===== config.mk =====
export PLATFORM = sky130hd
export DESIGN_NAME = sound_chip
export DESIGN_NICKNAME = d
export VERILOG_FILES = /design/src/logic/snd_pkg.sv /design/src/logic/sound_chip.sv /design/src/logic/snd_lfsr.sv /design/src/logic/snd_tone_osc.sv /design/src/logic/snd_lfo.sv /design/src/logic/snd_ctrl.sv
export SDC_FILE = /design/constraint.sdc
export NUM_CORES = 1
export LEC_CHECK = 0
export BUFFER_PORTS_ARGS = -buffer_cell sky130_fd_sc_hd__buf_2
export CAP_MARGIN = 30
export CELL_PAD_IN_SITES_DETAIL_PLACEMENT = 0
export CELL_PAD_IN_SITES_GLOBAL_PLACEMENT = 1
export CORE_ASPECT_RATIO = 1.2
export CORE_UTILIZATION = 42
export DETAILED_ROUTE_END_ITERATION = 6
export GPL_ROUTABILITY_DRIVEN = 1
export PLACE_DENSITY_LB_ADDON = 0.1
export RECOVER_POWER = 25
export SKIP_LAST_GASP = 1
export SLEW_MARGIN = 20
export SYNTH_ARGS = -nofsm -noshare
export SYNTH_HDL_FRONTEND = slang
export SYNTH_SLANG_ARGS = --single-unit

===== constraint.sdc =====
create_clock -name clk -period 3.4 [get_ports clk]
set_clock_uncertainty 0.1 [all_clocks]
set_input_delay 0.34 -clock clk [delete_from_list [all_inputs] [get_ports clk]]
set_output_delay 0.34 -clock clk [all_outputs]
set_load 0.05 [all_outputs]

===== src/logic/snd_pkg.sv =====
/* Sound chip shared types */
`default_nettype none

package snd_pkg;

	typedef logic [9:0]  lfo_freq_t;	// LFO period setting
	typedef logic [11:0] osc_freq_t;	// Half-period in ticks
	typedef logic [12:0] osc_cnt_t;	// Setting plus delta
	typedef logic [11:0] delta_t;	// Shifted triangle
	typedef logic [2:0]  shift_t;	// Modulation depth
	typedef logic [2:0]  mix_t;	// {LFO, noise, VCO}
	typedef logic [1:0]  reg_addr_t;

	localparam reg_addr_t REG_LFO   = 2'd0;
	localparam reg_addr_t REG_NOISE = 2'd1;
	localparam reg_addr_t REG_VCO   = 2'd2;
	localparam reg_addr_t REG_MODE  = 2'd3;

	// Mixer enable bit positions
	localparam int MIX_VCO   = 0;
	localparam int MIX_NOISE = 1;
	localparam int MIX_LFO   = 2;

	typedef struct packed {
		reg_addr_t   addr;
		logic [11:0] data;
	} snd_cfg_t;

	// Data layout of a REG_MODE write
	typedef struct packed {
		logic [3:0] unused;
		mix_t       mixer;
		shift_t     lfo_shift;
		logic       noise_select;	// LFO bends noise
		logic       vco_select;	// LFO bends VCO
	} snd_mode_t;

	typedef struct packed {
		lfo_freq_t lfo_freq;
		osc_freq_t noise_freq;
		osc_freq_t vco_freq;
		logic      vco_select;
		logic      noise_select;
		shift_t    lfo_shift;
		mix_t      mixer;
	} snd_settings_t;

	localparam logic [15:0] LFSR_TAPS = 16'h100B;
	localparam logic [15:0] LFSR_SEED = 16'h0001;

endpackage

`default_nettype wire

===== src/logic/sound_chip.sv =====
/* Sound chip top level */
`timescale 1ns/10ps
`default_nettype none

module sound_chip
	import snd_pkg::*;
#(
	parameter int TICK_DIV = 16
) (
	input  logic     clk,
	input  logic     rst,
	input  logic     cfg_valid,
	input  snd_cfg_t cfg,
	output logic     cfg_ready,
	output logic     spkr
);

	snd_settings_t settings;
	logic          tick;
	logic          lfo_state;
	delta_t        delta;
	logic          vco_state;
	logic          noise_state;
	logic          noise_reload;
	logic [15:0]   lfsr;

	snd_ctrl #(
		.TICK_DIV(TICK_DIV)
	) ctrl_i (
		.clk        (clk),
		.rst        (rst),
		.cfg_valid  (cfg_valid),
		.cfg        (cfg),
		.cfg_ready  (cfg_ready),
		.settings   (settings),
		.tick       (tick),
		.lfo_state  (lfo_state),
		.vco_state  (vco_state),
		.noise_state(noise_state),
		.spkr       (spkr)
	);

	snd_lfo lfo_i (
		.clk      (clk),
		.rst      (rst),
		.tick     (tick),
		.lfo_freq (settings.lfo_freq),
		.lfo_shift(settings.lfo_shift),
		.lfo_state(lfo_state),
		.delta    (delta)
	);

	snd_tone_osc vco_i (
		.clk     (clk),
		.rst     (rst),
		.tick    (tick),
		.freq    (settings.vco_freq),
		.modulate(settings.vco_select),
		.delta   (delta),
		.gate    (1'b1),	// Tone toggles on every reload
		.reload  (),
		.state   (vco_state)
	);

	snd_tone_osc noise_i (
		.clk     (clk),
		.rst     (rst),
		.tick    (tick),
		.freq    (settings.noise_freq),
		.modulate(settings.noise_select),
		.delta   (delta),
		.gate    (lfsr[0]),	// Random toggle gating
		.reload  (noise_reload),
		.state   (noise_state)
	);

	// Reload pulse already falls on a tick
	snd_lfsr lfsr_i (
		.clk   (clk),
		.rst   (rst),
		.enable(noise_reload),
		.lfsr  (lfsr)
	);

endmodule

`default_nettype wire


===== src/logic/snd_lfsr.sv =====
/* Noise shift register */
`timescale 1ns/10ps
`default_nettype none

module snd_lfsr
	import snd_pkg::*;
(
	input  logic        clk,
	input  logic        rst,
	input  logic        enable,
	output logic [15:0] lfsr
);

	logic feedback;

	assign feedback = ^(lfsr & LFSR_TAPS);	// XOR of tapped bits

	always_ff @(posedge clk) begin
		if (rst) begin
			lfsr <= LFSR_SEED;
		end else if (enable) begin
			lfsr <= {feedback, lfsr[15:1]};	// Oldest bit sits at bit 0
		end
	end

	// Lockup state must be unreachable from the seed
	a_never_zero: assert property (
		@(posedge clk) disable iff (rst)
		lfsr != '0
	);

endmodule

`default_nettype wire


===== src/logic/snd_tone_osc.sv =====
/* Square-wave tone divider */
`timescale 1ns/10ps
`default_nettype none

module snd_tone_osc
	import snd_pkg::*;
(
	input  logic      clk,
	input  logic      rst,
	input  logic      tick,
	input  osc_freq_t freq,
	input  logic      modulate,
	input  delta_t    delta,
	input  logic      gate,
	output logic      reload,
	output logic      state
);

	osc_cnt_t cnt;
	osc_cnt_t load_val;
	logic     at_zero;

	assign at_zero = (cnt == '0);
	assign reload = tick & at_zero;	// One-cycle pulse on the reload tick

	// Unmodulated channels reload with the plain setting
	assign load_val = modulate ? (osc_cnt_t'(freq) + osc_cnt_t'(delta)) :
		osc_cnt_t'(freq);

	always_ff @(posedge clk) begin
		if (rst) begin
			cnt <= '0;
			state <= 1'b0;
		end else if (tick) begin
			if (at_zero) begin
				cnt <= load_val;
				if (gate) begin
					state <= ~state;	// Noise skips some toggles
				end
			end else begin
				cnt <= cnt - 1'b1;
			end
		end
	end

	// Reloaded count never goes past setting plus full delta
	a_cnt_bound: assert property (
		@(posedge clk) disable iff (rst)
		reload |=> (cnt <= osc_cnt_t'($past(freq)) + osc_cnt_t'($past(delta)))
	);

endmodule

`default_nettype wire


===== src/logic/snd_lfo.sv =====
/* Low-frequency oscillator */
`timescale 1ns/10ps
`default_nettype none

module snd_lfo
	import snd_pkg::*;
(
	input  logic      clk,
	input  logic      rst,
	input  logic      tick,
	input  lfo_freq_t lfo_freq,
	input  shift_t    lfo_shift,
	output logic      lfo_state,
	output delta_t    delta
);

	logic [17:0] lfo_cnt;
	logic [11:0] triangle;

	always_ff @(posedge clk) begin
		if (rst) begin
			lfo_cnt <= '0;
			lfo_state <= 1'b0;
		end else if (tick) begin
			if (lfo_cnt == '0) begin
				lfo_cnt <= {lfo_freq, 8'h00};	// Period scaled by 256
				lfo_state <= ~lfo_state;
			end else begin
				lfo_cnt <= lfo_cnt - 1'b1;
			end
		end
	end

	// Fold the ramp at its top bit to get a triangle
	assign triangle = lfo_cnt[17] ? ~lfo_cnt[17:6] : lfo_cnt[17:6];

	// Depth control, larger shift means shallower bend
	assign delta = triangle >> lfo_shift;

endmodule

`default_nettype wire


===== src/logic/snd_ctrl.sv =====
/* Sound chip register bank and mixer */
`timescale 1ns/10ps
`default_nettype none

module snd_ctrl
	import snd_pkg::*;
#(
	parameter int TICK_DIV = 16
) (
	input  logic          clk,
	input  logic          rst,
	input  logic          cfg_valid,
	input  snd_cfg_t      cfg,
	output logic          cfg_ready,
	output snd_settings_t settings,
	output logic          tick,
	input  logic          lfo_state,
	input  logic          vco_state,
	input  logic          noise_state,
	output logic          spkr
);

	localparam int DIV_W = (TICK_DIV > 1) ? $clog2(TICK_DIV) : 1;

	logic [DIV_W-1:0] div_cnt;
	logic             div_wrap;
	logic             cfg_take;
	snd_mode_t        mode;
	logic             mix_bit;

	// Sample tick divider
	assign div_wrap = (div_cnt == DIV_W'(TICK_DIV - 1));

	always_ff @(posedge clk) begin
		if (rst) begin
			div_cnt <= '0;
			tick <= 1'b0;
		end else begin
			tick <= div_wrap;	// Registered, one cycle per period
			if (div_wrap) begin
				div_cnt <= '0;
			end else begin
				div_cnt <= div_cnt + 1'b1;
			end
		end
	end

	// Writes are held off while the oscillators reload
	assign cfg_ready = ~tick;
	assign cfg_take = cfg_valid & cfg_ready;
	assign mode = snd_mode_t'(cfg.data);

	always_ff @(posedge clk) begin
		if (rst) begin
			settings <= '0;
		end else if (cfg_take) begin
			case (cfg.addr)
				REG_LFO: begin
					settings.lfo_freq <= cfg.data[9:0];	// Upper bits ignored
				end
				REG_NOISE: begin
					settings.noise_freq <= cfg.data;
				end
				REG_VCO: begin
					settings.vco_freq <= cfg.data;
				end
				REG_MODE: begin
					settings.vco_select <= mode.vco_select;
					settings.noise_select <= mode.noise_select;
					settings.lfo_shift <= mode.lfo_shift;
					settings.mixer <= mode.mixer;
				end
				default: begin
					settings <= settings;
				end
			endcase
		end
	end

	// A disabled channel passes a one into the AND
	assign mix_bit = (lfo_state | ~settings.mixer[MIX_LFO]) &
		(noise_state | ~settings.mixer[MIX_NOISE]) &
		(vco_state | ~settings.mixer[MIX_VCO]);

	always_ff @(posedge clk) begin
		if (rst) begin
			spkr <= 1'b0;
		end else if (tick) begin
			spkr <= mix_bit;	// Lags oscillator states by one tick
		end
	end

	// Port reopens in the cycle after each tick
	a_ready_one_cycle: assert property (
		@(posedge clk) disable iff (rst)
		tick |=> cfg_ready
	);

	// A waiting write keeps its request and payload
	a_cfg_held: assert property (
		@(posedge clk) disable iff (rst)
		(cfg_valid && !cfg_ready) |=> (cfg_valid && $stable(cfg))
	);

endmodule

`default_nettype wire


==> results of run 1 <==
-- cell usage after synthesis, types with 3 or more instances --
cell type	instances	area (um^2)
buf_2	4	20.0
nor3b_1	5	37.5
a41oi_1	3	26.3
mux2i_1	20	200
nand3_1	12	60.1
o211ai_1	4	30.0
a21oi_1	106	531
xnor2_1	24	210
ha_1	25	313
a311o_1	3	30.0
clkbuf_1	24	90.1
nor3_1	32	160
nand2b_1	7	43.8
nand4_1	6	37.5
dfxtp_1	111	2220
and3_1	7	43.8
o21a_1	6	45.0
buf_4	3	22.5
a211oi_1	12	90.1
nor2_1	73	274
nor4_1	6	37.5
a22oi_1	3	22.5
or3_1	8	50.1
nand2_1	160	601
o21ai_0	35	175
inv_1	31	116
nand3b_1	5	37.5
or4_1	3	22.5
nand4b_1	4	35.0
buf_1	7	26.3
nor2b_1	11	68.8
and2_1	9	56.3
xor2_1	12	105
a221oi_1	3	26.3
a21o_1	5	37.5
o31ai_1	4	30.0
a31oi_1	10	62.6
-- timing repair --
item,CTS,global route
endpoints found under the setup margin,8,14
resized for setup,4,43
pin swaps,0,8
buffers inserted,1,2
cloned,0,1
-- worst min path at each step --
stage                     from                   to  slack (ns)  cells after the start
2_1_floorplan  lfsr_i.lfsr[10]      lfsr_i.lfsr[10]        0.33                      2
3_3_place_gp    lfsr_i.lfsr[8]       lfsr_i.lfsr[8]        0.34                      2
3_5_place_dp   lfsr_i.lfsr[10]      lfsr_i.lfsr[10]        0.34                      2
4_1_cts                 cfg[0]   ctrl_i.settings[7]        0.13                      3
5_1_grt                 cfg[5]  ctrl_i.settings[25]        0.15                      3
6_report                cfg[8]  ctrl_i.settings[16]        0.15                      3
-- state kept, by name (all words and copies together) (netlist names) --
register and count:
lfo_i.lfo_state 1, ctrl_i.tick 1, ctrl_i.settings 42, noise_i.state 1
lfo_i.lfo_cnt 18, ctrl_i.div_cnt 4, vco_i.cnt 13, noise_i.cnt 13
ctrl_i.spkr 1, lfsr_i.lfsr 16, vco_i.state 1
-- per-stage QoR --
step | utilization [%] | hold WS, ns | TNS, ns | area, um^2
after floorplan | - | 0.332 | -0.0382 | 6490
final | 49.5 | 0.146 | 0 | 7430
after global placement | 45.9 | 0.340 | 0 | 6900
after detailed placement | 45.9 | 0.345 | -0.251 | 6900
after global routing | 49.5 | 0.152 | -0.274 | 7430
after CTS | 48.2 | 0.132 | -0.00185 | 7240
-- per-layer routing --
layer  share of wire (%)  vias to the layer above  track usage, %
li1                    -                     3046               -
met4                 5.7                        0            15.2
met5                   0                        -               0
met3                 3.4                       49            3.20
met2                  49                      149            38.1
met1                  42                     2847            27.5
-- cells by family (layout without fill, tap and decap cells) --
| logic type | count (synthesis) | in the layout | share of synthesized area [%] |
|---|---|---|---|
| AOI/OAI and AO/OA | 216 | 216 | 20.0 |
| xor gates and xnor gates | 36 | 36 | 4.86 |
| adders and majority gates | 29 | 29 | 5.75 |
| buffers and inverters | 74 | 104 | 4.78 |
| DFF | 111 | 111 | 34.3 |
| muxes | 24 | 24 | 4.13 |
| and+or+nand+nor | 360 | 360 | 26.2 |
-- where the power goes --
| group | leakage, nW | internal, W | switching (W) | total, W |
|---|---|---|---|---|
| Sequential | 0.899 | 0.00132 | 0.0000213 | 0.00134 |
| Combinational | 1.63 | 0.0000575 | 0.000102 | 0.000160 |
| Clock | 0.160 | 0.000613 | 0.000529 | 0.00114 |
| Total | 2.69 | 0.00199 | 0.000652 | 0.00264 |
-- worst reg2reg max path, cell delays in order (launching register included) --
cell	delay [ns]
dfxtp_4	0.40
buf_12	0.14
mux2i_4	0.24
xnor2_2	0.09
mux4_2	0.50
ha_2	0.20
inv_1	0.07
fa_2	0.20
nor2b_2	0.05
o21a_1	0.21
o21ai_2	0.14
a21oi_2	0.08
maj3_2	0.32
or3_1	0.34
a31oi_1	0.12
-- final cells by class --
class                   count  area share, %
multi-input cells         665           55.3
flip-flops and latches    111           30.0
repair buffers             55           5.24
well taps                 204           3.43
clock buffers              10           3.22
inverters                  33           1.67
clock inverters             6           1.16
-- placed cells by master, fill, tap and decap left out, types with 7 or more instances in the layout --
cell type / n
nor3_1: 32
a31oi_1: 10
and2_1: 9
buf_4: 33
and3_1: 7
nand2b_1: 7
a211oi_1: 12
dfxtp_1: 109
inv_1: 31
a21oi_2: 9
or3_1: 8
o21ai_0: 29
xor2_1: 12
a21oi_1: 97
mux2i_1: 16
nor2_1: 72
nand2_1: 160
nor2b_1: 9
ha_1: 22
clkbuf_16: 10
nand3_1: 12
xnor2_1: 21
buf_2: 17
==> impl_results.html, run 1 <==
<table>
<tr><th>Metric</th><th>Value</th></tr>
<tr><th colspan="2">Place</th></tr>
<tr><td>Weighted congestion at the end of routability-driven global placement</td><td>0.885</td></tr>
<tr><td>Post-place setup slack</td><td>-0.0593 ns</td></tr>
<tr><td>HPWL Detailed</td><td>13400 um</td></tr>
<tr><td>Count of port buffers added during placement</td><td>18</td></tr>
<tr><td>DP Cell Count</td><td>1063</td></tr>
<tr><th colspan="2">Worst setup path</th></tr>
<tr><td>Family with the most delay on the worst path</td><td>multiplexers</td></tr>
<tr><td>Signal arrival time at the worst endpoint</td><td>3.45 ns</td></tr>
<tr><td>Biggest cell delay along the critical path</td><td>0.50 ns</td></tr>
<tr><td>Data required time of the critical path</td><td>3.58 ns</td></tr>
<tr><td>Depth of the worst register-to-register path</td><td>14</td></tr>
<tr><td>End point of the critical path</td><td>vco_i.cnt[8]</td></tr>
<tr><td>Kind of critical path</td><td>flop to flop</td></tr>
<tr><td>Critical Path End Type</td><td>flop</td></tr>
<tr><td>Sum of buffers and inverters on the critical path</td><td>2</td></tr>
<tr><td>Reg-to-reg critical path endpoint</td><td>vco_i.cnt[8]</td></tr>
<tr><td>CP Launch Type</td><td>flop</td></tr>
<tr><td>CP max-delay cell</td><td>mux4_2</td></tr>
<tr><td>Critical path depth in cells</td><td>14</td></tr>
<tr><td>Worst-path maximum fanout</td><td>5</td></tr>
<tr><td>Critical Path, Cell by Cell</td><td>buf_12, mux2i_4, xnor2_2, mux4_2, ha_2, inv_1, fa_2, nor2b_2, o21a_1, o21ai_2, a21oi_2, maj3_2, or3_1, a31oi_1</td></tr>
<tr><td>Launch instance of the worst register-to-register path</td><td>ctrl_i.settings[3]</td></tr>
<tr><td>Flop2flop setup slack</td><td>0.14 ns</td></tr>
<tr><td>Crit path from</td><td>ctrl_i.settings[3]</td></tr>
<tr><th colspan="2">Logic synthesis</th></tr>
<tr><td>Average footprint of a synthesized cell</td><td>7.63 um^2</td></tr>
<tr><td>Part of the Yosys area used for sequential elements</td><td>34.3%</td></tr>
<tr><td>Yosys reg bits</td><td>111</td></tr>
<tr><td>Number of enable-type register cells in the synthesized netlist</td><td>0</td></tr>
<tr><td>Mapped Area</td><td>6490 um^2</td></tr>
<tr><td>Cell variety after synth</td><td>68</td></tr>
<tr><td>Main flop type after synthesis</td><td>dfxtp_1</td></tr>
<tr><td>Syn Inst Count</td><td>850</td></tr>
<tr><td>YS warnings</td><td>0</td></tr>
<tr><td>Fraction of synthesis flops using an asynchronous set or reset pin</td><td>0%</td></tr>
<tr><td>Post-Synthesis Net Count</td><td>894</td></tr>
<tr><th colspan="2">STA</th></tr>
<tr><td>Slew headroom</td><td>24.4%</td></tr>
<tr><td>Total setup violations reported at the end of the flow</td><td>0</td></tr>
<tr><td>PnR worst setup slack</td><td>0.136 ns</td></tr>
<tr><td>Share of the cycle needed by the critical path after routing</td><td>96.0%</td></tr>
<tr><td>Setup repair after global routing missed its margin</td><td>true</td></tr>
<tr><td>Tightest Pin Transition</td><td>1.13 ns</td></tr>
<tr><td>Final hold vios</td><td>0</td></tr>
<tr><td>Min Clock Period, post-route</td><td>3.26 ns</td></tr>
<tr><td>Number of slew-limit violations in the final report</td><td>0</td></tr>
<tr><td>Upper clock frequency limit</td><td>306 MHz</td></tr>
<tr><th colspan="2">Global route</th></tr>
<tr><td>Largest net degree at the start of global routing</td><td>83</td></tr>
<tr><td>All-Layer GR Usage</td><td>23.1%</td></tr>
<tr><td>Remaining global-route overflow</td><td>0</td></tr>
<tr><td>Initial antenna violation count</td><td>0</td></tr>
<tr><td>Vias in the first global route</td><td>5651</td></tr>
<tr><td>Wire length of the first global-routing pass</td><td>28500 um</td></tr>
<tr><th colspan="2">Final layout</th></tr>
<tr><td>Fill count</td><td>1510</td></tr>
<tr><td>Area grow syn2layout</td><td>14.6%</td></tr>
<tr><td>Final-stage net count</td><td>919</td></tr>
<tr><td>Area of the multi-input gates</td><td>4110 um^2</td></tr>
<tr><td>Ant. Diodes</td><td>0</td></tr>
<tr><td>Layout cells sized above 1</td><td>13.3%</td></tr>
<tr><td>Final standard cell count with taps included and fillers excluded</td><td>1084</td></tr>
<tr><td>Footprint of the flip-flops and latches</td><td>2230 um^2</td></tr>
<tr><th colspan="2">Routing</th></tr>
<tr><td>WL final</td><td>17900 um</td></tr>
<tr><td>Violation count after the first detailed-route iteration</td><td>390</td></tr>
<tr><td>Length of the first detailed-routing pass in iterations</td><td>5</td></tr>
<tr><td>DRC violation count after routing</td><td>0</td></tr>
<tr><td>Total via count in the routed design</td><td>6091</td></tr>
<tr><td>Via-to-Cell Ratio</td><td>5.62</td></tr>
<tr><td>Post-detailed-route wirelength per cell</td><td>16.5 um</td></tr>
<tr><td>DRT antenna net count</td><td>0</td></tr>
<tr><th colspan="2">CTS</th></tr>
<tr><td>Clock Pin Slew Worst Setup and Hold Paths</td><td>0.08 ns</td></tr>
<tr><td>H-tree levels</td><td>3</td></tr>
<tr><td>CTS tree</td><td>done</td></tr>
<tr><td>Maximum clock path buffer count</td><td>2</td></tr>
<tr><td>Insertion delay to the later sink of the worst-skew pair</td><td>0.36 ns</td></tr>
<tr><td>Clock sinks</td><td>111</td></tr>
<tr><td>Library cell used as clock root buffer</td><td>clkbuf_16</td></tr>
<tr><td>Hold buffers post-CTS</td><td>0</td></tr>
<tr><td>Inserted Clock Buffers</td><td>9</td></tr>
<tr><th colspan="2">Job</th></tr>
<tr><td>Max-Cap Viols</td><td>0</td></tr>
<tr><th colspan="2">Die</th></tr>
<tr><td>Std-Cell Core Area</td><td>15000 um^2</td></tr>
<tr><td>Total Die Area</td><td>15900 um^2</td></tr>
<tr><td>Initial core utilization</td><td>43.2%</td></tr>
<tr><td>Core Rows</td><td>49</td></tr>
<tr><td>X dimension of the die</td><td>115 um</td></tr>
<tr><td>Chip height</td><td>138 um</td></tr>
<tr><td>Top Ports</td><td>19</td></tr>
<tr><th colspan="2">Power</th></tr>
<tr><td>Total design power</td><td>0.00264 W</td></tr>
<tr><td>Power density over cell area</td><td>355 nW/um^2</td></tr>
<tr><td>Highest ir drop seen on vdd</td><td>0.226 mV</td></tr>
<tr><td>Leakage power total</td><td>2.69 nW</td></tr>
<tr><th colspan="2">Worst hold path</th></tr>
<tr><td>Hold WC Path Type</td><td>input port to flop</td></tr>
<tr><th colspan="2">Outcome</th></tr>
<tr><td>Outcome</td><td>finished clean</td></tr>
</table>
No activity file was read; power rests on OpenSTA's default activity.
==> run 2: changes to the inputs <==
Settings changed: PLACE_DENSITY set to 0.82, PLACE_DENSITY_LB_ADDON 0.1 to unset.
==> run 2 against run 1 <==
  * Clock power fell by 4%
  * Critical path type unchanged
  * Combinational power about the same
  * Sequential cell count unchanged
  * Largest cell class unchanged
  * Wire length down 2.2%
  * Hold slack worse by 0.021 ns
  * Highest routed layer unchanged
==> impl_results.html, run 2 (synthesis gave the netlist of run 1 again) <==
<table>
<tr><th>Metric</th><th>Value</th></tr>
<tr><th colspan="2">Global route</th></tr>
<tr><td>All-Layer GR Usage</td><td>23.0% (-0.044 points)</td></tr>
<tr><td>Wire length of the first global-routing pass</td><td>28600 um (+0.46%)</td></tr>
<tr><td>Vias in the first global route</td><td>5591 (-1.1%)</td></tr>
<tr><td>Largest net degree at the start of global routing</td><td>61 (-27%)</td></tr>
<tr><td>Remaining global-route overflow</td><td>0 (unchanged)</td></tr>
<tr><td>Initial antenna violation count</td><td>0 (unchanged)</td></tr>
<tr><th colspan="2">Final layout</th></tr>
<tr><td>Fill count</td><td>1553 (+2.8%)</td></tr>
<tr><td>Leading cell type in the layout, fill and taps excluded</td><td>nand2_1</td></tr>
<tr><td>Registers with the most flip-flops</td><td>ctrl_i.settings x42, lfo_i.lfo_cnt x18, lfsr_i.lfsr x16</td></tr>
<tr><td>Ant. Diodes</td><td>0 (unchanged)</td></tr>
<tr><td>Flip-flop count of the largest register after layout</td><td>42 (unchanged)</td></tr>
<tr><td>Commonest cells after routing, fill and taps aside</td><td>nand2_1, dfxtp_1, a21oi_1</td></tr>
<tr><td>Area grow syn2layout</td><td>13.5%</td></tr>
<tr><td>Final cell area excluding filler cells</td><td>7360 um^2 (-0.94%)</td></tr>
<tr><td>Layout cells sized above 1</td><td>11.4% (-1.9 points)</td></tr>
<tr><td>Final-stage net count</td><td>918 (-0.11%)</td></tr>
<tr><td>Register with the highest flop count</td><td>ctrl_i.settings</td></tr>
<tr><th colspan="2">Worst setup path</th></tr>
<tr><td>Signal arrival time at the worst endpoint</td><td>3.51 ns (+0.06 ns)</td></tr>
<tr><td>Critical Path End Type</td><td>flop</td></tr>
<tr><td>Biggest cell delay along the critical path</td><td>0.50 ns (about the same)</td></tr>
<tr><td>Depth of the worst register-to-register path</td><td>14 (unchanged)</td></tr>
<tr><td>CP Launch Type</td><td>flop</td></tr>
<tr><td>End point of the critical path</td><td>vco_i.cnt[8]</td></tr>
<tr><td>Family with the most delay on the worst path</td><td>multiplexers</td></tr>
<tr><td>Crit path from</td><td>ctrl_i.settings[3]</td></tr>
<tr><td>Kind of critical path</td><td>flop to flop</td></tr>
<tr><td>Launch instance of the worst register-to-register path</td><td>ctrl_i.settings[3]</td></tr>
<tr><td>Critical path depth in cells</td><td>14 (unchanged)</td></tr>
<tr><td>CP max-delay cell</td><td>mux4_2</td></tr>
<tr><td>Reg-to-reg critical path endpoint</td><td>vco_i.cnt[8]</td></tr>
<tr><td>Worst-path maximum fanout</td><td>5 (unchanged)</td></tr>
<tr><td>Data required time of the critical path</td><td>3.59 ns (about the same)</td></tr>
<tr><td>Critical Path, Cell by Cell</td><td>buf_12, mux2i_4, xnor2_1, mux4_2, ha_2, inv_1, fa_1, nor2b_1, o21a_1, o21ai_2, a21oi_2, maj3_2, or3_1, a31oi_1</td></tr>
<tr><td>Flop2flop setup slack</td><td>0.08 ns (-0.05 ns)</td></tr>
<tr><td>Sum of buffers and inverters on the critical path</td><td>2 (unchanged)</td></tr>
<tr><th colspan="2">STA</th></tr>
<tr><td>Total setup violations reported at the end of the flow</td><td>0 (unchanged)</td></tr>
<tr><td>Summed negative setup slack over all endpoints</td><td>0 ns (unchanged)</td></tr>
<tr><td>Final hold vios</td><td>0 (unchanged)</td></tr>
<tr><td>Slew headroom</td><td>40.6% (+16 points)</td></tr>
<tr><td>Setup repair after global routing missed its margin</td><td>true</td></tr>
<tr><td>Upper clock frequency limit</td><td>301 MHz (-1.6%)</td></tr>
<tr><td>Tightest Pin Transition</td><td>0.890 ns (-0.243 ns)</td></tr>
<tr><td>Number of slew-limit violations in the final report</td><td>0 (unchanged)</td></tr>
<tr><td>Min Clock Period, post-route</td><td>3.32 ns (+0.0533 ns)</td></tr>
<tr><td>Share of the cycle needed by the critical path after routing</td><td>97.6% (+1.6 points)</td></tr>
<tr><th colspan="2">Worst hold path</th></tr>
<tr><td>Hold WC Path Type</td><td>input port to flop</td></tr>
<tr><th colspan="2">Place</th></tr>
<tr><td>Weighted congestion at the end of routability-driven global placement</td><td>0.925 (+4.4%)</td></tr>
<tr><td>Post-detailed-placement cell area</td><td>6920 um^2 (+0.22%)</td></tr>
<tr><td>HPWL Detailed</td><td>12700 um (-5.1%)</td></tr>
<tr><td>Count of port buffers added during placement</td><td>18 (unchanged)</td></tr>
<tr><th colspan="2">Power</th></tr>
<tr><td>Leakage power total</td><td>2.67 nW (-1.0%)</td></tr>
<tr><td>Highest ir drop seen on vdd</td><td>0.317 mV (+40%)</td></tr>
<tr><td>Power density over cell area</td><td>351 nW/um^2 (-1.2%)</td></tr>
<tr><th colspan="2">CTS</th></tr>
<tr><td>Clock sinks</td><td>111 (unchanged)</td></tr>
<tr><td>Hold buffers post-CTS</td><td>0 (unchanged)</td></tr>
<tr><td>Maximum clock path buffer count</td><td>2 (unchanged)</td></tr>
<tr><td>Library cell used as clock root buffer</td><td>clkbuf_16</td></tr>
<tr><td>H-tree levels</td><td>3 (unchanged)</td></tr>
<tr><td>CTS tree</td><td>done</td></tr>
<tr><td>Insertion delay to the later sink of the worst-skew pair</td><td>0.36 ns (about the same)</td></tr>
<tr><td>Inserted Clock Buffers</td><td>9 (unchanged)</td></tr>
<tr><td>Clock Pin Slew Worst Setup and Hold Paths</td><td>0.08 ns (about the same)</td></tr>
<tr><th colspan="2">Routing</th></tr>
<tr><td>Length of the first detailed-routing pass in iterations</td><td>5 (unchanged)</td></tr>
<tr><td>WL final</td><td>17500 um (-2.2%)</td></tr>
<tr><td>DRT antenna net count</td><td>0 (unchanged)</td></tr>
<tr><td>Total via count in the routed design</td><td>5952 (-2.3%)</td></tr>
<tr><td>DRC violation count after routing</td><td>0 (unchanged)</td></tr>
<tr><td>Post-detailed-route wirelength per cell</td><td>16.2 um (-2.2%)</td></tr>
<tr><td>Violation count after the first detailed-route iteration</td><td>285 (-27%)</td></tr>
<tr><td>Via-to-Cell Ratio</td><td>5.50 (-2.2%)</td></tr>
<tr><th colspan="2">Die</th></tr>
<tr><td>Initial core utilization</td><td>43.2% (unchanged)</td></tr>
<tr><td>Core Rows</td><td>49 (unchanged)</td></tr>
<tr><td>Top Ports</td><td>19 (unchanged)</td></tr>
<tr><td>X dimension of the die</td><td>115 um (unchanged)</td></tr>
<tr><td>Total Die Area</td><td>15900 um^2 (unchanged)</td></tr>
<tr><td>Std-Cell Core Area</td><td>15000 um^2 (unchanged)</td></tr>
<tr><td>Chip height</td><td>138 um (unchanged)</td></tr>
<tr><th colspan="2">Job</th></tr>
<tr><td>Max-Cap Viols</td><td>0 (unchanged)</td></tr>
<tr><th colspan="2">Outcome</th></tr>
<tr><td>Outcome</td><td>finished clean</td></tr>
</table>
run 2: per-layer routing:
layer | vias up | global-route usage (%) | share of wire (%)
met1 | 2783 | 28.5 | 43
met3 | 32 | 4.56 | 3.4
li1 | 3042 | - | -
met5 | - | 0 | 0
met2 | 95 | 38.4 | 50
met4 | 0 | 9.64 | 3.3
run 2: final cells by class:
cell class / count / area (um^2) / share of cell area (%)
Clock buffer: 10 / 229 / 3.11
Clock inverter: 6 / 70.1 / 0.952
Inverter: 33 / 124 / 1.68
Multi-Input combinational cell: 665 / 4070 / 55.3
Sequential cell: 111 / 2230 / 30.2
Tap cell: 204 / 255 / 3.47
Timing Repair Buffer: 54 / 388 / 5.27
run 2: power by group:
| part | total [W] | leakage [nW] | internal, W | switching, W |
|---|---|---|---|---|
| clock | 0.00109 | 0.147 | 0.000578 | 0.000511 |
| sequential | 0.00134 | 0.898 | 0.00132 | 0.0000211 |
| combinational | 0.000158 | 1.62 | 0.0000566 | 0.000101 |
| total | 0.00258 | 2.67 | 0.00195 | 0.000633 |
run 2: worst min path at each step:
stage / start / endpoint / slack (ns) / cells past startpoint
floorplan: lfsr_i.lfsr[10] / lfsr_i.lfsr[10] / 0.33 / 2
global placement: lfsr_i.lfsr[11] / lfsr_i.lfsr[11] / 0.34 / 2
detailed placement: lfsr_i.lfsr[11] / lfsr_i.lfsr[11] / 0.34 / 2
CTS: cfg[10] / ctrl_i.settings[18] / 0.11 / 3
global route: cfg[10] / ctrl_i.settings[18] / 0.13 / 3
finish: cfg[10] / ctrl_i.settings[18] / 0.13 / 3
run 2: what timing repair did:
| item | 4_1_cts | 5_1_grt |
|---|---|---|
| setup endpoints to repair | 2 | 13 |
| buffers inserted | 0 | 1 |
| gates cloned | 0 | 1 |
| gates resized for setup | 2 | 29 |
| pin swaps | 0 | 8 |
run 2: worst min-delay path: stages:
cell and delay (ns):
buf_2 0.11, nand2_1 0.05, a21oi_1 0.05
run 2: through the flow:
| stage | setup slack (ns) | hold slack (ns) | instances | utilization (%) | power [W] |
|---|---|---|---|---|---|
| detailed placement | -0.0274 | 0.344 | 1065 | 46.0 | 0.00152 |
| floorplan | -0.0382 | 0.332 | 850 | - | 0.00146 |
| global placement | 0.0568 | 0.340 | 1065 | 46.0 | 0.00152 |
| finish | 0.0826 | 0.125 | 1083 | 49.0 | 0.00258 |
| CTS | 0.0155 | 0.108 | 1081 | 48.1 | 0.00261 |
| global route | -0.112 | 0.131 | 1083 | 49.0 | 0.00269 |
